$ cat config.mk
export PLATFORM = sky130hd
export DESIGN_NAME = cache_core
export DESIGN_NICKNAME = d
export VERILOG_FILES = /design/src/hdl/cache_tile_pkg.sv /design/src/hdl/cache_core.sv
export SDC_FILE = /design/constraint.sdc
export NUM_CORES = 2
export LEC_CHECK = 0
export BUFFER_PORTS_ARGS = -buffer_cell sky130_fd_sc_hd__buf_4
export CORE_MARGIN = 4
export CORE_UTILIZATION = 42
export DETAILED_ROUTE_END_ITERATION = 6
export PLACE_DENSITY = 0.63
export SLEW_MARGIN = 20
export SYNTH_ARGS = -nofsm -noshare
export SYNTH_HDL_FRONTEND = slang
export SYNTH_SLANG_ARGS = --single-unit
$ cat constraint.sdc
create_clock -name clk_i -period 13.8 [get_ports clk_i]
set_input_delay 0.69 -clock clk_i [delete_from_list [all_inputs] [get_ports clk_i]]
set_output_delay 0.69 -clock clk_i [all_outputs]
set_load 0.05 [all_outputs]
$ cat src/hdl/cache_tile_pkg.sv
// Cache tile package.
// Shared widths, typedefs, opcodes, FSM states and packet formats
// for the mesh memory tile.

package cache_tile_pkg;

  localparam int CACHE_SETS  = 16;
  localparam int MEM_WORDS   = 4096;
  localparam int COORD_W     = 4;
  localparam int DATA_W      = 32;
  localparam int MASK_W      = DATA_W / 8;
  localparam int MEM_ADDR_W  = $clog2(MEM_WORDS);
  localparam int WORD_ADDR_W = MEM_ADDR_W + 1; // Top bit selects tag space.
  localparam int INDEX_W     = $clog2(CACHE_SETS);
  localparam int TAG_W       = MEM_ADDR_W - INDEX_W;

  typedef logic [COORD_W-1:0]     coord_t;
  typedef logic [WORD_ADDR_W-1:0] word_addr_t;
  typedef logic [MEM_ADDR_W-1:0]  mem_addr_t;
  typedef logic [DATA_W-1:0]      data_t;
  typedef logic [MASK_W-1:0]      mask_t;
  typedef logic [INDEX_W-1:0]     cache_index_t;
  typedef logic [TAG_W-1:0]       cache_tag_t;

  typedef enum logic [1:0] {
    LM,     // Load word.
    SM,     // Masked store.
    TAGLA,  // Tag load.
    TAGST   // Tag store.
  } cache_op_e;

  typedef enum logic [2:0] {
    IDLE,
    EVICT,
    FILL_REQ,
    FILL_WAIT,
    RESP
  } cache_state_e;

  // Request as it arrives on the network link.
  typedef struct packed {
    coord_t     dest_x;
    coord_t     dest_y;
    coord_t     src_x;
    coord_t     src_y;
    word_addr_t addr;
    logic       we;
    mask_t      mask;
    data_t      data;
  } link_req_s;

  typedef struct packed {
    coord_t dest_x;
    coord_t dest_y;
    data_t  data;
  } link_rsp_s;

  // Request after the destination filter.
  typedef struct packed {
    coord_t     src_x;
    coord_t     src_y;
    word_addr_t addr;
    logic       we;
    mask_t      mask;
    data_t      data;
  } ep_req_s;

  typedef struct packed {
    cache_op_e opcode;
    mem_addr_t addr;
    mask_t     mask;
    data_t     data;
  } cache_pkt_s;

endpackage

$ cat src/hdl/cache_core.sv
// Direct-mapped write-back cache with one-word lines.
// Serves loads, masked stores, tag loads and tag stores, and
// evicts dirty victims to the backing memory on a miss.

`timescale 1ns/10ps

module cache_core
  import cache_tile_pkg::*;
(
  input  logic       clk_i,
  input  logic       rst_n_i,
  input  cache_pkt_s cache_pkt_i,
  input  logic       pkt_v_i,
  output logic       pkt_ready_o,
  output data_t      rd_data_o,
  output logic       rd_v_o,
  input  logic       rd_yumi_i,
  output logic       mem_en_o,
  output logic       mem_we_o,
  output mem_addr_t  mem_addr_o,
  output data_t      mem_wdata_o,
  input  data_t      mem_rdata_i
);

  cache_state_e            state_r;
  cache_state_e            state_next;
  logic                    ready_r;
  logic [CACHE_SETS-1:0]   valid_r;
  logic [CACHE_SETS-1:0]   dirty_r;
  cache_tag_t              tag_mem [CACHE_SETS];
  data_t                   data_mem [CACHE_SETS];
  cache_pkt_s              pkt_r;     // Packet held through a miss.
  data_t                   rd_data_r;
  cache_index_t            in_idx;
  cache_tag_t              in_tag;
  cache_index_t            r_idx;
  cache_tag_t              r_tag;
  logic                    accept;
  logic                    hit;
  logic                    fast;

  function automatic data_t merge_bytes(input data_t old_w, input data_t new_w,
                                        input mask_t m);
    data_t res;
    res = old_w;
    for (int b = 0; b < MASK_W; b++) begin
      if (m[b])
        res[8*b +: 8] = new_w[8*b +: 8];
    end
    return res;
  endfunction

  assign in_idx = cache_pkt_i.addr[INDEX_W-1:0];
  assign in_tag = cache_pkt_i.addr[MEM_ADDR_W-1:INDEX_W];
  assign r_idx  = pkt_r.addr[INDEX_W-1:0];
  assign r_tag  = pkt_r.addr[MEM_ADDR_W-1:INDEX_W];

  assign pkt_ready_o = ready_r;
  assign accept      = pkt_v_i & pkt_ready_o;
  assign hit         = valid_r[in_idx] && (tag_mem[in_idx] == in_tag);
  // Tag operations never go to memory.
  assign fast        = hit || (cache_pkt_i.opcode == TAGLA) || (cache_pkt_i.opcode == TAGST);

  assign rd_v_o    = (state_r == RESP);
  assign rd_data_o = rd_data_r;

  assign mem_en_o    = (state_r == EVICT) || (state_r == FILL_REQ);
  assign mem_we_o    = (state_r == EVICT);
  assign mem_addr_o  = (state_r == EVICT) ? {tag_mem[r_idx], r_idx} : pkt_r.addr;
  assign mem_wdata_o = data_mem[r_idx]; // Victim word.

  always_comb begin
    state_next = state_r;
    case (state_r)
      IDLE: begin
        if (accept) begin
          if (fast)
            state_next = RESP;
          else if (valid_r[in_idx] && dirty_r[in_idx])
            state_next = EVICT;
          else
            state_next = FILL_REQ;
        end
      end
      EVICT:     state_next = FILL_REQ;
      FILL_REQ:  state_next = FILL_WAIT;
      FILL_WAIT: state_next = RESP;
      RESP: begin
        if (rd_yumi_i)
          state_next = IDLE;
      end
      default:   state_next = IDLE;
    endcase
  end

  always_ff @(posedge clk_i or negedge rst_n_i) begin
    if (!rst_n_i) begin
      state_r <= IDLE;
      ready_r <= 1'b0;
      valid_r <= '0;
      dirty_r <= '0;
    end else begin
      state_r <= state_next;
      ready_r <= (state_next == IDLE);
      if (accept && fast) begin
        case (cache_pkt_i.opcode)
          SM: dirty_r[in_idx] <= 1'b1;  // Store hit.
          TAGST: begin
            valid_r[in_idx] <= cache_pkt_i.data[DATA_W-1];
            dirty_r[in_idx] <= 1'b0;    // Line dropped without writeback.
          end
          default: ;
        endcase
      end
      if (state_r == FILL_WAIT) begin
        valid_r[r_idx] <= 1'b1;
        dirty_r[r_idx] <= (pkt_r.opcode == SM);
      end
    end
  end

  always_ff @(posedge clk_i) begin
    if (accept) begin
      pkt_r <= cache_pkt_i;
      case (cache_pkt_i.opcode)
        LM: rd_data_r <= data_mem[in_idx];
        SM: begin
          if (hit)
            data_mem[in_idx] <= merge_bytes(data_mem[in_idx], cache_pkt_i.data,
                                            cache_pkt_i.mask);
          rd_data_r <= '0;
        end
        TAGLA: rd_data_r <= {valid_r[in_idx], 23'd0, tag_mem[in_idx]};
        TAGST: begin
          tag_mem[in_idx] <= cache_pkt_i.data[TAG_W-1:0];
          rd_data_r       <= '0;
        end
        default: rd_data_r <= '0;
      endcase
    end
    if (state_r == FILL_WAIT) begin
      tag_mem[r_idx] <= r_tag;
      if (pkt_r.opcode == SM) begin
        data_mem[r_idx] <= merge_bytes(mem_rdata_i, pkt_r.data, pkt_r.mask);
        rd_data_r       <= '0;
      end else begin
        data_mem[r_idx] <= mem_rdata_i;
        rd_data_r       <= mem_rdata_i;
      end
    end
  end

endmodule

==> metrics.yaml <==
status: "complete, no violations"
clk_pin_slew_ns: 0.06
crit_fanout: 119
slew_headroom: 0.1985
dieArea_um2: 104400
multiInputGateArea_um2: 18120
synth_common_cells: "edfxtp_1 (722), nor2_1 (544), a21oi_1 (513)"
hold_buffers: 0
yosysMostFrequentCell: "edfxtp_1"
r2r_start: "tag_mem[9][7]"
drt_iter0_markers: 3821
crit_family: "compound AO/OA/AOI/OAI gates"
hold_ws_ns: 0.04586
startpoint: "cache_pkt_i[37]"
min_period_over_period: 0.3961
yosysWarningCount: 0
syn_to_final_growth_pct: 12.31
synth_top_cell_by_area: "edfxtp_1"
cts_root_buffer: "clkbuf_16"
clock_latency_ns: 0.65
ir_worst_vdd_mv: 0.08253
reg2reg_depth: 9
critical_path_cell_count: 10
finalSetupTns_ns: 0
grt_max_degree: 129
vias_per_cell: 6.340
synth.avg_cell_area_um2: 13.44
post-cts-setup-buffers: 0
gr-total-overflow: 0
final_area_um2: 46850
min_path_type: "input pin to async pin"
slowest_delay_ns: 0.85
drc: 0
synth_fp_nets: 3189
drtAntennaViolNets: 0
rsz0062_at_grt: "no"
gp_congestion: 0.8537
critical_path_arrival_ns: 5.76
cts_made_buffers: 83
cts-resized-gates: 0
slew_viol_final: 0
clock_skew_ns: 0.03757
max_freq_mhz: 183.0
r2r-end: "data_mem[13][8]"
die_w_um: 323.2
synth-edff-count: 722
clock-sinks: 762
worst_setup_path_end_kind: "register"
top_layer: "met4"
ys_seq_elements: 762
synth.distinct_cells: 47
fillers: 8543
finalPower_mw: 7.038
synth_area_leaders: "edfxtp_1 (52%), mux4_2 (21%), a21oi_1 (6.2%), nor2_1 (4.9%), mux2_2 (4.9%)"
path_cells: "clkbuf_8 -> buf_12 -> mux2_2 -> o211ai_1 -> xnor2_1 -> or4_4 -> a2111oi_4 -> nand3_1 -> o21ai_4 -> buf_4"
final_nets: 3177
ys.flop_type: "edfxtp_1"
utilization: 0.4760
hold_viol: 0
core_um2: 98420
wl_met1_um: 50010
synth_top_cell_area_share: 0.5197
grt_pass1_vias: 27820
cts_tree: "done"
start_util: 0.4239
io_pins: 166
vias: 28190
place_area_um2: 44250
cp-endpoint: "data_mem[13][8]"
setup_violations: 0
syn_inst: 3103
grt_use_total: 0.2480
crit_path_top_delay_cell: "o21ai_4"
async_flop_share: 0.04724
clockBufferDepth: 3
cts_max_level: 3
p_per_area_nw_per_um2: 150.2
drv_cap: 0
worstMarginPinSlew_ns: 1.202
cp.required_ns: 14.10
synth_area_um2: 41720
ff2ff_setup_slack_ns: 9.14
ys_seq_area_frac: 0.5432
antenna_found_initial: 2
power_leakage_nw: 15.74
drt-total-wl_um: 131000
rows: 115
port-buffer-count: 165
wl_met2_um: 64110
fp.dieH_um: 323.2
fin_crit_ns: 5.466
dr.pass1.iters: 6
start_kind: "input pin"
drive_above_1_share: 0.3103
worstPathBufferInverterCount: 3
crit_type: "input pin to register"
grt_pass1_wl_um: 189100
seq_area_um2: 22680
avgRoutedWirePerCell_um: 29.47
post-dp-hpwl_um: 76930
wl_met3_um: 11760
==> how the worst min path moves through the flow <==
stage                      startpoint          end  cells after the start
after CTS                     rst_n_i  dirty_r[10]                      1
after detailed placement   valid_r[6]   valid_r[6]                      2
after floorplan               rst_n_i   dirty_r[0]                      0
after global routing          rst_n_i  dirty_r[10]                      1
final                         rst_n_i  dirty_r[10]                      1
after global placement    valid_r[10]  valid_r[10]                      2
==> worst register-to-register path, cell delays in order (launching register included) <==
cell and delay (ns):
edfxtp_1 0.41, mux2_2 0.29, o22ai_1 0.15, a221o_1 0.17
xnor2_1 0.08, or4_4 0.53, a2111oi_4 0.72, nand3_1 0.62
o21ai_4 0.85, buf_4 0.48
==> flip-flops by register name, summed over array words and instances (netlist names), named ones only <==
signal and flops:
data_mem 512, state_r 3, rd_data_o 32, tag_mem 128
dirty_r 16, valid_r 16, pkt_ready_o 1, pkt_r 50
==> where the power goes <==
part           internal, mW  leakage [nW]  switching [mW]  total, mW
Combinational         0.762          7.49            1.25       2.01
Sequential             2.74          6.98           0.121       2.86
Clock                  1.22          1.27           0.950       2.17
==> logic make-up after synthesis <==
group                     Yosys count  synth area share
AOI/OAI and AO/OA                 624           0.07957
xor gates and xnor gates           11          0.002309
DFF                               762            0.5432
muxes                             623            0.2719
buffers and inverters             338           0.03185
and+or+nand+nor                   745           0.07117
==> through the flow <==
step / instances / setup WS [ns]
global placement: 4292 / 7.753
CTS: 4444 / 8.359
floorplan: 3103 / 8.008
finish: 4446 / 8.334
global route: 4445 / 8.125
detailed placement: 4292 / 7.682
==> final cells by class <==
cell class | count | area share
Clock inverter | 45 | 0.007237
Sequential cell | 762 | 0.4840
Timing Repair Buffer | 238 | 0.03966
Tap cell | 1287 | 0.03437
Inverter | 3 | 0.0002671
Multi-Input combinational cell | 2003 | 0.3868
Antenna cell | 1 | 0.00005341
Clock buffer | 107 | 0.04762
==> cell usage in the layout, fill, tap and decap left out, types with 31 or more instances in the layout <==
cell / n
mux2i_1: 41
a21oi_1: 513
mux4_2: 390
mux2_2: 181
nor2_1: 543
o21ai_0: 31
nand3_1: 40
clkbuf_16: 86
edfxtp_1: 722
dfrtp_1: 36
nand2_1: 104
buf_4: 232
==> layer usage <==
metal / vias to the layer above / track usage
li1: 12050 / -
met1: 14330 / 0.3309
met5: - / 0
met4: 0 / 0.09681
met2: 1536 / 0.4121
met3: 271 / 0.03867
Note: power is estimated with default switching activity, not from simulation.
