==> src/hdl/cache_tile_pkg.sv <==
// Cache tile package.
// Shared widths, typedefs, opcodes, FSM states and packet formats
// for the mesh memory tile.

package cache_tile_pkg;

  localparam int CACHE_SETS  = 16;
  localparam int MEM_WORDS   = 4096;
  localparam int COORD_W     = 4;
  localparam int DATA_W      = 32;
  localparam int MASK_W      = DATA_W / 8;
  localparam int MEM_ADDR_W  = $clog2(MEM_WORDS);
  localparam int WORD_ADDR_W = MEM_ADDR_W + 1; // Top bit selects tag space.
  localparam int INDEX_W     = $clog2(CACHE_SETS);
  localparam int TAG_W       = MEM_ADDR_W - INDEX_W;

  typedef logic [COORD_W-1:0]     coord_t;
  typedef logic [WORD_ADDR_W-1:0] word_addr_t;
  typedef logic [MEM_ADDR_W-1:0]  mem_addr_t;
  typedef logic [DATA_W-1:0]      data_t;
  typedef logic [MASK_W-1:0]      mask_t;
  typedef logic [INDEX_W-1:0]     cache_index_t;
  typedef logic [TAG_W-1:0]       cache_tag_t;

  typedef enum logic [1:0] {
    LM,     // Load word.
    SM,     // Masked store.
    TAGLA,  // Tag load.
    TAGST   // Tag store.
  } cache_op_e;

  typedef enum logic [2:0] {
    IDLE,
    EVICT,
    FILL_REQ,
    FILL_WAIT,
    RESP
  } cache_state_e;

  // Request as it arrives on the network link.
  typedef struct packed {
    coord_t     dest_x;
    coord_t     dest_y;
    coord_t     src_x;
    coord_t     src_y;
    word_addr_t addr;
    logic       we;
    mask_t      mask;
    data_t      data;
  } link_req_s;

  typedef struct packed {
    coord_t dest_x;
    coord_t dest_y;
    data_t  data;
  } link_rsp_s;

  // Request after the destination filter.
  typedef struct packed {
    coord_t     src_x;
    coord_t     src_y;
    word_addr_t addr;
    logic       we;
    mask_t      mask;
    data_t      data;
  } ep_req_s;

  typedef struct packed {
    cache_op_e opcode;
    mem_addr_t addr;
    mask_t     mask;
    data_t     data;
  } cache_pkt_s;

endpackage

==> src/hdl/link_endpoint.sv <==
// Network link endpoint.
// Drops packets not addressed to this tile, queues the rest in a
// two-entry FIFO and returns each response to its sender.

`timescale 1ns/10ps

module link_endpoint
  import cache_tile_pkg::*;
(
  input  logic      clk_i,
  input  logic      rst_n_i,
  input  coord_t    my_x_i,
  input  coord_t    my_y_i,
  input  link_req_s req_i,
  input  logic      req_v_i,
  output logic      req_ready_o,
  output link_rsp_s rsp_o,
  output logic      rsp_v_o,
  input  logic      rsp_ready_i,
  output ep_req_s   ep_req_o,
  output logic      ep_v_o,
  input  logic      ep_yumi_i,
  input  data_t     ret_data_i,
  input  logic      ret_v_i,
  output logic      ret_ready_o
);

  // Pointers carry a wrap bit above the one-bit slot index.
  logic [1:0] wr_ptr_r;
  logic [1:0] head_ptr_r;  // FIFO head, popped by the yumi.
  logic [1:0] src_ptr_r;   // Oldest request still owed a response.
  ep_req_s    req_mem [2];
  ep_req_s    in_req;
  link_rsp_s  rsp_r;
  logic       rsp_v_r;
  logic       ready_en_r;
  logic       dest_match;
  logic       src_full;
  logic       req_fire;
  logic       push;
  logic       ret_fire;

  assign dest_match = (req_i.dest_x == my_x_i) && (req_i.dest_y == my_y_i);

  // Source queue holds at least as many entries as the FIFO.
  assign src_full    = (wr_ptr_r[1] != src_ptr_r[1]) && (wr_ptr_r[0] == src_ptr_r[0]);
  assign req_ready_o = ready_en_r & ~src_full;
  assign req_fire    = req_v_i & req_ready_o;
  assign push        = req_fire & dest_match; // Misaddressed packets are consumed here.

  assign in_req = '{src_x: req_i.src_x,
                    src_y: req_i.src_y,
                    addr:  req_i.addr,
                    we:    req_i.we,
                    mask:  req_i.mask,
                    data:  req_i.data};

  assign ep_v_o   = (head_ptr_r != wr_ptr_r);
  assign ep_req_o = req_mem[head_ptr_r[0]];

  // Response slot refills when empty or draining this cycle.
  assign ret_ready_o = ~rsp_v_r | rsp_ready_i;
  assign ret_fire    = ret_v_i & ret_ready_o;

  assign rsp_o   = rsp_r;
  assign rsp_v_o = rsp_v_r;

  always_ff @(posedge clk_i or negedge rst_n_i) begin
    if (!rst_n_i) begin
      ready_en_r <= 1'b0;
      wr_ptr_r   <= 2'd0;
      head_ptr_r <= 2'd0;
      src_ptr_r  <= 2'd0;
      rsp_v_r    <= 1'b0;
    end else begin
      ready_en_r <= 1'b1;
      if (push)
        wr_ptr_r <= wr_ptr_r + 2'd1;
      if (ep_yumi_i)
        head_ptr_r <= head_ptr_r + 2'd1;
      if (ret_fire)
        src_ptr_r <= src_ptr_r + 2'd1;
      if (ret_fire)
        rsp_v_r <= 1'b1;
      else if (rsp_ready_i)
        rsp_v_r <= 1'b0;
    end
  end

  always_ff @(posedge clk_i) begin
    if (push)
      req_mem[wr_ptr_r[0]] <= in_req;
    if (ret_fire) begin
      // Cache answers in order, so the oldest source owns this word.
      rsp_r <= '{dest_x: req_mem[src_ptr_r[0]].src_x,
                 dest_y: req_mem[src_ptr_r[0]].src_y,
                 data:   ret_data_i};
    end
  end

endmodule

==> config.mk <==
export PLATFORM = sky130hd
export DESIGN_NAME = link_endpoint
export DESIGN_NICKNAME = d
export VERILOG_FILES = /design/src/hdl/cache_tile_pkg.sv /design/src/hdl/link_endpoint.sv
export SDC_FILE = /design/constraint.sdc
export NUM_CORES = 1
export LEC_CHECK = 0
export BUFFER_PORTS_ARGS = -buffer_cell sky130_fd_sc_hd__buf_2
export CAP_MARGIN = 20
export CORE_MARGIN = 10
export CORE_UTILIZATION = 45
export DETAILED_ROUTE_END_ITERATION = 10
export PLACE_DENSITY_LB_ADDON = 0.1
export REMOVE_ABC_BUFFERS = 1
export SYNTH_ARGS = -nofsm -noshare
export SYNTH_HDL_FRONTEND = slang
export SYNTH_SLANG_ARGS = --single-unit
export TNS_END_PERCENT = 50
==> constraint.sdc <==
create_clock -name clk_i -period 15.05 [get_ports clk_i]
set_clock_uncertainty 0.15 [all_clocks]
set_input_delay 0.7525 -clock clk_i [delete_from_list [all_inputs] [get_ports clk_i]]
set_output_delay 0.7525 -clock clk_i [all_outputs]
set_load 0.005 [all_outputs]
==> summary.md, run 1 <==
The maximum number of pins on one net before global-route repair was 43; the sequential cell area in the final layout was 4890 sq um. Each instance of the synthesized netlist takes up on average 21.8 sq um. The finished layout cell area was 7830 sq um. Setup repair after global routing left no endpoint under its margin. The number of sinks driven by the clock tree came out at 164. Dividing total power by cell area gives a power density of 150 nW/um^2.

The tools report the startpoint of the most critical register-to-register path as src_ptr_r[0]. The logs give 612 for the net total in the final layout and 4 for the number of levels the H-tree was split into. The internal power of the cells totals 0.000907 W. The maximum buffer depth of the clock tree is 2. The number of vias after detailed routing is 3245, and the required time of the critical path is 14.15 ns.

The post-CTS setup-driven buffer insertion count came out at 0. The flow ran to the end, and the final reports show no timing, DRC or antenna violations. For the final-layout fill cell count, the log shows 975. Counting flops and latches in the post-synthesis netlist gives 164. The later pin in the worst-skew pair is clocked with a latency of 0.41 ns. Max-slew violation count: 0. The net switching share of the total power was 22.7%.

The violation count after the first detailed-routing iteration is 96. The count of cells in the finished layout, fillers not included, comes to 686. The static power due to leakage is 3.02 nW, and the final routed wire length divided by cell count is 18.8 um. The vertical extent of the die was 135 um; the final number of setup-violating endpoints was 0. In this run, post-CTS repair resized a total of 0 instances.

The max-cap violation count is 0, and the cell area after synthesis is 5940 sq um. The die span in x works out to 135 um. The number of vias per cell was 4.73; the post-route worst hold slack was 0.0271 ns. The via count of the first global-routing pass was 3623. The cell taking the most area after synthesis is sky130_fd_sc_hd__edfxtp_1. Timing would allow up to 314 MHz. The tools report the final count of hold timing violations as 0. Cells with a size suffix above 1 make up 61.6% of the layout.

The run gives 12900 um as the wire length reported by the detailed router. Detailed placement finished with a half-perimeter wire length of 9390 um. For the pin with the worst max-slew slack, the measured transition is 0.923 ns.

The tools report the origin of the worst setup path as head_ptr_r[0]. Measured against its own limit, the worst slew margin works out to 38.4%. Dividing the final minimum period by the clock period gives 21.1%.

The logs give 0 ns for the total negative setup slack and 2.28 ns for the arrival time at the worst endpoint. Synthesis produced a netlist whose cell count is 273. In the final layout, the multi-input gates occupy 1030 sq um. The total congestion overflow is 0.

The category of the most critical setup path is flip-flop to primary output. Routability-driven placement finished with a final weighted congestion of 0.789. The worst-case IR drop observed on VDD is 0.0726 mV. The area growth from synthesis to layout is 31.8%. The worst setup path is launched from a flip-flop. In this run the count of I/O pins placed on the die edge is 214. Buffers inserted during clock tree synthesis total 17. Number of antenna-violating nets in the routed design: 0. The unique cell type count in the Yosys netlist is 20. The clock period could shrink to 3.18 ns.

The total of buffers placed on input and output ports was 213. The run gives 36.9% as the clock power share. The critical path capture point type was a primary output. The placed instances occupy a cell area of 7230 sq um. Once placement completed, the tool counted placed cells totaling 653.

In this run, the combinational gates consume 16.9% of the power. Initial standard-cell utilization of the core: 46.5%. Global routing consumed, over all layers together, 14.1% of the routing resources. By area the synthesized netlist is led by sky130_fd_sc_hd__edfxtp_1 79%, sky130_fd_sc_hd__mux2_2 13%, sky130_fd_sc_hd__dfrtp_1 3.4%. The library cell used most frequently in the layout, excluding fill and tap cells, is sky130_fd_sc_hd__buf_2. The worst hold path belongs to the class primary input to async pin.

The library cells used most frequently in the layout, excluding fill and tap cells, are 213 x sky130_fd_sc_hd__buf_2, 156 x sky130_fd_sc_hd__edfxtp_1, 66 x sky130_fd_sc_hd__mux2_2, 17 x sky130_fd_sc_hd__clkbuf_16, 14 x sky130_fd_sc_hd__xnor2_1. After synthesis, the largest area contributor takes up 78.8% of total cell area. The sequential element share of the synthesized area was 82.2%.

The pre-antenna-repair detailed-routing pass consisted of 4 iterations. The run gives 0 as the hold-fix buffer count after cts. TritonCTS built the clock tree. Clock-pin slew was measured on the worst setup and hold paths at 0.06 ns. Sequential cells account for 46.2% of the total power. Initial antenna violation count: 2.

The buffer type at the clock tree root was sky130_fd_sc_hd__clkbuf_16. Maximum fanout along the worst path: 39. The first global-routing pass estimated 19700 um of wire. The floorplan has 41 rows. Count of unresolved DRC violations after routing: 0.

The tools report the area of the placeable core as 12800 sq um. The die covers 18200 sq um. In this run the power spent charging and discharging nets is 0.000266 W. The synthesis warning total came out at 0.
final cells by class:
type	count	share of cell area (%)
flip-flops and latches	164	62.4
repair buffers	217	14.0
multi-input cells	99	13.2
clock buffers	21	5.62
well taps	172	2.75
clock inverters	11	2.01
inverters	1	0.0479
diodes	1	0.0319
through the flow:
step                total power, W  worst slack [ns]  utilization, %
detailed placement        0.000755             11.57            56.6
global placement          0.000755             11.62            56.6
finish                     0.00117             11.87            61.3
floorplan                 0.000658              9.98               -
global route               0.00122             11.68            61.3
CTS                        0.00119             11.78            61.3
final timing paths:
kind | endpoint | slack [ns] | cells past startpoint
max in group asynchronous | head_ptr_r[0] | 14.53 | 1
setup / recovery | ep_req_o[10] | 11.87 | 3
setup reg to reg | req_mem[0][45] | 11.91 | 5
min in group clk_i | head_ptr_r[1] | 0.35 | 1
hold reg to reg | head_ptr_r[1] | 0.35 | 1
hold / removal | rsp_v_o | 0.03 | 1
routing by layer:
metal	wire length [um]	track usage, %
met1	5180	15.4
met4	210	6.17
met3	1370	7.27
met5	0	0
met2	6140	22.7
kinds of logic (layout without fill, tap and decap cells):
| kind of cell | Yosys count | count (layout) | share of synthesized area [%] |
|---|---|---|---|
| compound gates | 1 | 1 | 0.147 |
| xor+xnor | 18 | 18 | 2.78 |
| buf+inv | 10 | 250 | 0.758 |
| flops | 164 | 164 | 82.2 |
| mux | 66 | 66 | 12.5 |
| other cells | 1 | 2 | 0.0631 |
| simple gates | 13 | 13 | 1.56 |
state kept, by name (all words and copies together) (netlist names):
name and cells:
rsp_o 40, src_ptr_r 2, wr_ptr_r 2, ready_en_r 1, head_ptr_r 2, req_mem 116, rsp_v_o 1
synth_stat cells (all sizes together):
| cell type | instances |
|---|---|
| edfxtp | 156 |
| conb | 1 |
| clkbuf | 7 |
| mux2 | 66 |
| nor2 | 1 |
| nand4 | 1 |
| nand3 | 2 |
| and2 | 1 |
| dfrtp | 8 |
| nand2b | 2 |
| nand2 | 4 |
| nor4 | 1 |
| buf | 2 |
| or4 | 1 |
| inv | 1 |
| xnor2 | 14 |
| o21ai | 1 |
| xor2 | 4 |
power groups by stage:
stage	Combinational (W)	Clock [W]	Sequential [W]
after floorplan	0.000100	0	0.000558
after global placement	0.000203	0	0.000552
after detailed placement	0.000203	0	0.000552
after CTS	0.000205	0.000444	0.000543
after global routing	0.000217	0.000462	0.000545
final	0.000198	0.000433	0.000541
critical path, stage by stage (launching register included):
cell and delay, ns:
sky130_fd_sc_hd__dfrtp_2 0.73, sky130_fd_sc_hd__buf_4 0.57, sky130_fd_sc_hd__mux2_2 0.41, sky130_fd_sc_hd__buf_2 0.13
Power figures use the tool's default switching activity.
==> inputs of run 2 (changes only) <==
- ABC_AREA: default -> 1
- clock period: 15.05 -> 3.1 ns (I/O delays scaled with it)
==> run 2 against run 1 <==
Global-route usage up 1.5 points; sequential cell count is the same; worst hold slack better by 0.078 ns; cell count up 31%; highest routed layer unchanged; via count rose by 26%; count of clock-buffer cells in the layout down 3; combinational power rose to 5.8 times the previous value; utilization grew 6.5 points.
==> summary.md, run 2 <==
The critical path capture point type was a flip-flop. The number of levels the H-tree was split into is 4, and the first-pass iteration count of the detailed router is 4. On the worst path, the slowest cell contributes a delay of 0.64 ns. Violation count after the first detailed-routing iteration: 237.

The clock passes through at most 2 buffers. Setup repair after global routing left no endpoint under its margin. After global routing the overflow that remains totals 0. The floorplan has 42 rows. The clock slew seen by the registers of the worst setup and hold paths works out to 0.06 ns. Category of the most critical setup path: flip-flop to flip-flop. The number of vias after detailed routing is 4087. The part of the power in combinational logic came out at 19.8%.

The most common library cell in the layout ignoring fill and taps was sky130_fd_sc_hd__buf_2. The static power due to leakage was 3.77 nW. By area the synthesized netlist is led by sky130_fd_sc_hd__edfxtp_1 76%, sky130_fd_sc_hd__mux2_2 8.9%, sky130_fd_sc_hd__nand2_1 4.3%. TritonCTS built the clock tree. In the layout the commonest cells are 213 x sky130_fd_sc_hd__buf_2, 156 x sky130_fd_sc_hd__edfxtp_1, 97 x sky130_fd_sc_hd__dlygate4sd3_1, 70 x sky130_fd_sc_hd__nand2_1, 49 x sky130_fd_sc_hd__mux2_2. Hold is met by 0.105 ns.

The area of the placeable core is 13300 sq um, and the die area is 18800 sq um. Traced cell by cell, the critical path runs through inv_2 -> nand2_1 -> nand2_1 -> nand2_1 -> nand2_2 -> inv_2 -> nand3_1 -> nor2_4 -> buf_12. The shortest period the worst path allows was 2.12 ns; the number of vias per cell was 4.56.

Startpoint of the most critical register-to-register path: src_ptr_r[0]. The die span in x is 137 um, and the global-route total usage across every layer is 15.6%. STA classifies the critical path startpoint as a flip-flop.

The wire length reported by the detailed router came out at 14800 um. The critical register-to-register path endpoint is req_mem[1][39]. The tool flagged a number of max-cap violations equal to 0. The tools report the final count of hold timing violations as 0. The most used cell along the critical path is sky130_fd_sc_hd__nand2_1. The run gives 0 as the max-slew violation count.

The vertical extent of the die is 137 um, and the total net switching power is 0.00139 W. By count the netlist is led by 156 x sky130_fd_sc_hd__edfxtp_1, 70 x sky130_fd_sc_hd__nand2_1, 49 x sky130_fd_sc_hd__mux2_2, 35 x sky130_fd_sc_hd__inv_1, 18 x sky130_fd_sc_hd__nor2_1. The flow ran to the end, and the final reports show no timing, DRC or antenna violations. The cell area that synthesis handed to floorplanning was 6170 sq um. Number of antenna-violating nets in the routed design: 0. Counting every sink on the clock net gives 164.

The register with the most flip-flops in the layout has 116 of them. Static timing analysis puts the maximum clock frequency at 471 MHz. Of the cells placed in the final design, the portion with a size suffix greater than 1 is 42.5%. The net switching share of the total power came out at 24.1%. The depth of the worst register-to-register path came out at 9.

Most frequent cell after synthesis: sky130_fd_sc_hd__edfxtp_1. The total of buffers placed on input and output ports was 213. In this run the most critical hold path is launched from my_y_i[2]. The tree is rooted in a sky130_fd_sc_hd__clkbuf_16.

The maximum fanout along the worst path is 44. On the critical path the largest part of the delay comes from flip-flops. The sequential fraction of design power was 44.3%; the design internal power was 0.00436 W. The logs give 820 for the net total in the final layout and 3.05 ns for the required time of the critical path. The repair_antennas step left the layout with diodes totalling 0. The layout overhead on the synthesized area came out at 46.5%. The register bit count reported by yosys is 164, and the sequential element share of the synthesized area is 79.1%. The areal power density over the cells came out at 635 nW/um^2. The slowest stage of the critical path belongs to the cell sky130_fd_sc_hd__dfrtp_1. After synthesis, the share of flip-flops with an asynchronous set or reset is 4.88%. For this run, the leading register cell type out of synthesis is sky130_fd_sc_hd__edfxtp_1. Destination of the worst hold path: wr_ptr_r[1]. The maximum number of pins on one net before global-route repair is 45, and the share of the clock period used by the worst path is 68.5%. The congestion estimate from routability-driven global placement came to 0.822.

The number of top-level design ports is 214. Clock tree synthesis inserted a total of 17 buffers. For the worst setup path, the data arrival time is 2.07 ns.

The run gives 0.970 ns as the worst slack at placement. In this run the number of cells on the critical path is 9. The final number of setup-violating endpoints was 0.

Number of enable flip-flop cells after synthesis: 156. Per report_power, the clock group accounts for 35.9% of the total. In this run, post-CTS repair resized a total of 0 instances.

The wire length of the first global-routing pass came out at 22500 um. After detailed routing, the number of remaining DRC violations is 0. The unique cell type count in the Yosys netlist was 20. The portion of synthesized cell area occupied by the leading cell type came out at 75.9%. The cell taking the most area after synthesis was sky130_fd_sc_hd__edfxtp_1. The worst-case IR drop observed on VDD is 0.371 mV. For this run, the number of Yosys warnings is 0. The worst hold path passes through 8 cells. Across all setup checks in the final design, the least slack found is 0.976 ns.

For this configuration, the core starts out at a cell density of 46.3%. The initial antenna violation count was 0. Final cell count without fillers: 896.

The worst hold path belongs to the class primary input to flip-flop. The number of cells produced by synthesis came out at 383. The via count of the first global-routing pass is 4365, and the source-to-sink clock delay at the later pin of the worst-skew pair is 0.42 ns. The average instance in the mapped netlist occupies 16.1 sq um. Detailed placement ended at an HPWL of 10200 um.

The final routed wire length divided by cell count came out at 16.5 um. Together, buffers and inverters on the worst path number 3. The minimum setup slack among reg-to-reg paths came out at 0.98 ns. In this run, placement finished with an instance count of 768.
[run 2: worst max path at each step]
stage	slack (ns)	endpoint	from
global route	0.80	req_mem[1][51]	src_ptr_r[0]
global placement	0.97	req_mem[0][36]	src_ptr_r[0]
finish	0.98	req_mem[1][39]	src_ptr_r[0]
detailed placement	0.97	req_mem[1][22]	src_ptr_r[0]
CTS	0.96	req_mem[1][49]	src_ptr_r[0]
floorplan	-0.97	req_mem[0][0]	src_ptr_r[0]
[run 2: metrics by stage]
step | instance area (sq um) | setup TNS [ns] | power (W) | util [%]
6_report | 9050 | 0 | 0.00575 | 67.8
5_1_grt | 9050 | 0 | 0.00603 | 67.8
4_1_cts | 9050 | 0 | 0.00583 | 67.8
3_5_place_dp | 7490 | 0 | 0.00366 | 56.1
3_3_place_gp | 7490 | 0 | 0.00366 | 56.1
2_1_floorplan | 6110 | -112.03 | 0.00316 | -
[run 2: cells by family after synthesis]
group	after synthesis	share of synthesized area, %
buffers and inverters	49	3.32
AND/OR/NAND/NOR	97	6.30
XOR/XNOR	5	0.709
multiplexers	50	9.12
AO/OA/AOI/OAI	17	1.38
flip-flops	164	79.1
other	1	0.0607
[run 2: tightest hold or removal path, cell delays in order]
cell and delay, ns:
sky130_fd_sc_hd__buf_2 0.10, sky130_fd_sc_hd__nand2_1 0.07, sky130_fd_sc_hd__nand2_1 0.06, sky130_fd_sc_hd__nor2_1 0.04
sky130_fd_sc_hd__nand2_1 0.04, sky130_fd_sc_hd__nor2_1 0.05, sky130_fd_sc_hd__nand3_1 0.06, sky130_fd_sc_hd__nand2_1 0.05
[run 2: layout make-up]
| cell class | instances | area [sq um] |
|---|---|---|
| Clock buffer | 18 | 429 |
| Timing Repair Buffer | 317 | 2110 |
| Tap cell | 176 | 220 |
| Clock inverter | 13 | 155 |
| Multi-Input combinational cell | 170 | 1100 |
| Fill cell | 955 | 4300 |
| Sequential cell | 164 | 4890 |
| Inverter | 38 | 143 |
[run 2: power by group through the flow]
stage | Combinational [W] | Clock, W | Sequential, W
after floorplan | 0.000460 | 0 | 0.00270
after global placement | 0.00106 | 0 | 0.00259
after detailed placement | 0.00107 | 0 | 0.00259
after CTS | 0.00117 | 0.00211 | 0.00255
after global routing | 0.00126 | 0.00221 | 0.00255
final | 0.00114 | 0.00206 | 0.00255
[run 2: routing by layer]
metal,share of wire (%),track usage [%]
met1,41,18.6
met4,1.3,5.68
met5,0,0
met2,47,24.8
met3,10,6.49
[run 2: repair_timing]
item / 4_1_cts / 5_1_grt
hold buffers: 97 / 0
setup endpoints to repair: 0 / 0
setup buffers: 0 / 0
hold endpoints to repair: 161 / 0
==> inputs of run 3 (changes only) <==
- ABC_AREA: 1 -> 0
- clock period: 3.1 -> 2.1 ns (I/O delays scaled with it)
==> run 3 against run 2 <==
Sequential power is 47% higher; register-to-register slack worse by 0.97 ns; utilization rose by 3.5 points; non-clock buffer count up 13; sequential share of layout area shrank 0.33 points; critical endpoint is now req_mem[0][48].
==> summary.md, run 3 (synthesized netlist as in run 1, its figures left out) <==
The run gives 9830 um as the post-DP HPWL. The share of the clock period used by the worst path is 99.9%, and the maximum fanout along the worst path is 12. Vertical extent of the die: 135 um.

The worst slack at placement is -0.0736 ns, and the violation count after the first detailed-routing iteration is 171. The fraction of final layout cells sized beyond drive strength 1 came out at 53.5%. The run gives 0 as the max-cap violation count.

The origin of the worst min-delay path was req_v_i. The maximum buffer depth of the clock tree is 2. After detailed routing, the number of remaining DRC violations is 0. Startpoint kind of the worst setup timing path: a flip-flop. The sequential cell area in the final layout was 4890 sq um. VDD sags by at most 0.580 mV. The final count of hold timing violations came out at 0.

The area of the placeable core is 12800 sq um, and the net total in the final layout is 725. The areal power density over the cells works out to 966 nW/um^2. The worst setup path is captured at a flip-flop. The pre-antenna-repair detailed-routing pass consisted of 4 iterations. The TritonCTS buffer count was 17.

Number of antenna-violating nets in the routed design: 0. For this run, the total global-route usage over all layers was measured as 16.4%. TritonCTS built the clock tree.

In this run the count of I/O pins placed on the die edge is 214. The post-layout utilization of the core is 71.3%. The top cell types in the final layout, fill and taps aside, are 213 x sky130_fd_sc_hd__buf_2, 156 x sky130_fd_sc_hd__edfxtp_1, 95 x sky130_fd_sc_hd__dlygate4sd3_1, 66 x sky130_fd_sc_hd__mux2_2, 17 x sky130_fd_sc_hd__clkbuf_16. For hold timing, the worst endpoint is wr_ptr_r[0]. Setup violations remaining at the end of the flow were counted as 0. The first global-routing pass estimated 23000 um of wire. Routability-driven placement finished with a final weighted congestion of 0.788. The delay contributed by the slowest stage of the critical path is 0.44 ns, and the die span in x is 135 um. Port buffering added 213 buffers. Via count of the first global-routing pass: 4226. The clock slew seen by the registers of the worst setup and hold paths was 0.06 ns. For the number of levels the H-tree was split into, the log shows 4. The run gives 0 as the initial antenna violation count.

For flop-to-flop paths, the worst setup slack is 0.003 ns. After global routing the overflow that remains totals 0. Final routed wire length divided by cell count: 18.2 um. The tools report the buffer type at the clock tree root as sky130_fd_sc_hd__clkbuf_16. The required time of the critical path came out at 2.07 ns. Setup repair after global routing could not meet its margin everywhere. The depth of the worst register-to-register path came out at 7. Relative to the synthesized area, the layout overhead comes to 53.2%. Setup slack on the critical path of the routed design comes to 0.00280 ns. The buffers plus inverters on the worst setup path came out at 3. The run gives 1040 sq um as the total area of multi-input combinational cells. The worst path in the final design needs a cycle of 2.10 ns, including I/O delays and setup.

The cell at the slowest stage of the critical path is sky130_fd_sc_hd__or4_4. The startpoint of the most critical register-to-register path is wr_ptr_r[1]. The endpoint identified for the worst register-to-register timing path is req_mem[0][48].

Number of diodes: 0. The library cell used most frequently in the layout, excluding fill and tap cells, is sky130_fd_sc_hd__buf_2. The worst hold path passes through 5 cells. The family with the most delay on the worst path is simple AND/OR/NAND/NOR gates. The number of vias after detailed routing came out at 3728.

The total negative setup slack was 0 ns; the upper clock frequency limit was 477 MHz. The arrival time at the worst endpoint was 2.07 ns. For the worst-skew pair, the clock arrives at the later sink with an insertion delay of 0.41 ns. The category of the most critical setup path was flip-flop to flip-flop. The maximum number of pins on one net before global-route repair came out at 42.

After detailed routing, the total wire length is 14500 um. The max-slew violation count is 0, and the number of sinks driven by the clock tree is 164. The tools report the origin of the worst setup path as wr_ptr_r[1].

The analysis attributes to cell leakage a power of 3.57 nW. The register with the most flip-flops in the layout has 116 of them. The critical path goes through xnor2_2 -> o21ai_2 -> or4_4 -> nor2_4 -> buf_12 -> buf_12 -> buf_12. The flow ran to the end, and the final reports show no timing, DRC or antenna violations.

The logs give 833 for the final-layout fill cell count and 18200 sq um for the die area. The initialized floorplan defines 41 standard-cell rows. The initial standard-cell utilization of the core came out at 46.5%. The class of the worst hold path is primary input to flip-flop. The most numerous cell type found on the critical path is sky130_fd_sc_hd__buf_12. After detailed routing, the number of vias per cell comes to 4.67.
==> run 3: worst max path at each step <==
stage	end	depth (start not counted)
floorplan	req_mem[1][0]	3
global placement	req_mem[0][4]	5
detailed placement	req_mem[0][5]	5
CTS	req_mem[0][17]	7
global route	req_mem[0][25]	7
finish	req_mem[0][48]	7
==> run 3: cell type report <==
cell class	count	area share, %
Inverter	1	0.0412
Tap cell	172	2.36
Clock inverter	13	2.06
Timing Repair Buffer	330	25.7
Multi-Input combinational cell	99	11.4
Clock buffer	19	4.76
Sequential cell	164	53.7
==> run 3: metrics by stage <==
step	power, W	hold slack, ns	area, sq um	std cells
floorplan	0.00472	-0.341	5900	264
global placement	0.00550	-0.198	7370	663
detailed placement	0.00551	-0.195	7370	663
CTS	0.00892	0.00626	9090	798
global route	0.00917	0.0344	9100	798
finish	0.00880	0.0193	9100	798
==> run 3: where the power goes <==
part           switching, W  internal (W)  total, W
clock network       0.00114       0.00209   0.00323
registers         0.0000580       0.00370   0.00376
logic              0.000775       0.00103   0.00181
total               0.00197       0.00682   0.00880
==> run 3: tightest hold or removal path, delay by kind of cell <==
kind          cells  cell delay, ns
xor+xnor          1            0.05
buf+inv           2            0.20
simple gates      2            0.18
==> run 3: repair_timing <==
| action | in CTS | in global routing |
|---|---|---|
| buffers inserted | 6 | 0 |
| hold endpoints to repair | 159 | 0 |
| gates resized for setup | 4 | 3 |
| pin swaps | 5 | 1 |
| hold buffers | 95 | 0 |
| cloned | 2 | 0 |
| setup endpoints to repair | 58 | 59 |
==> run 3: per-layer routing <==
layer / vias to the layer above / wire, um / GRT usage (%)
met5: - / 0 / 0
met4: 0 / 125 / 5.44
met3: 17 / 1300 / 6.75
met2: 162 / 7360 / 27.4
met1: 1807 / 5750 / 18.6
li1: 1742 / - / -
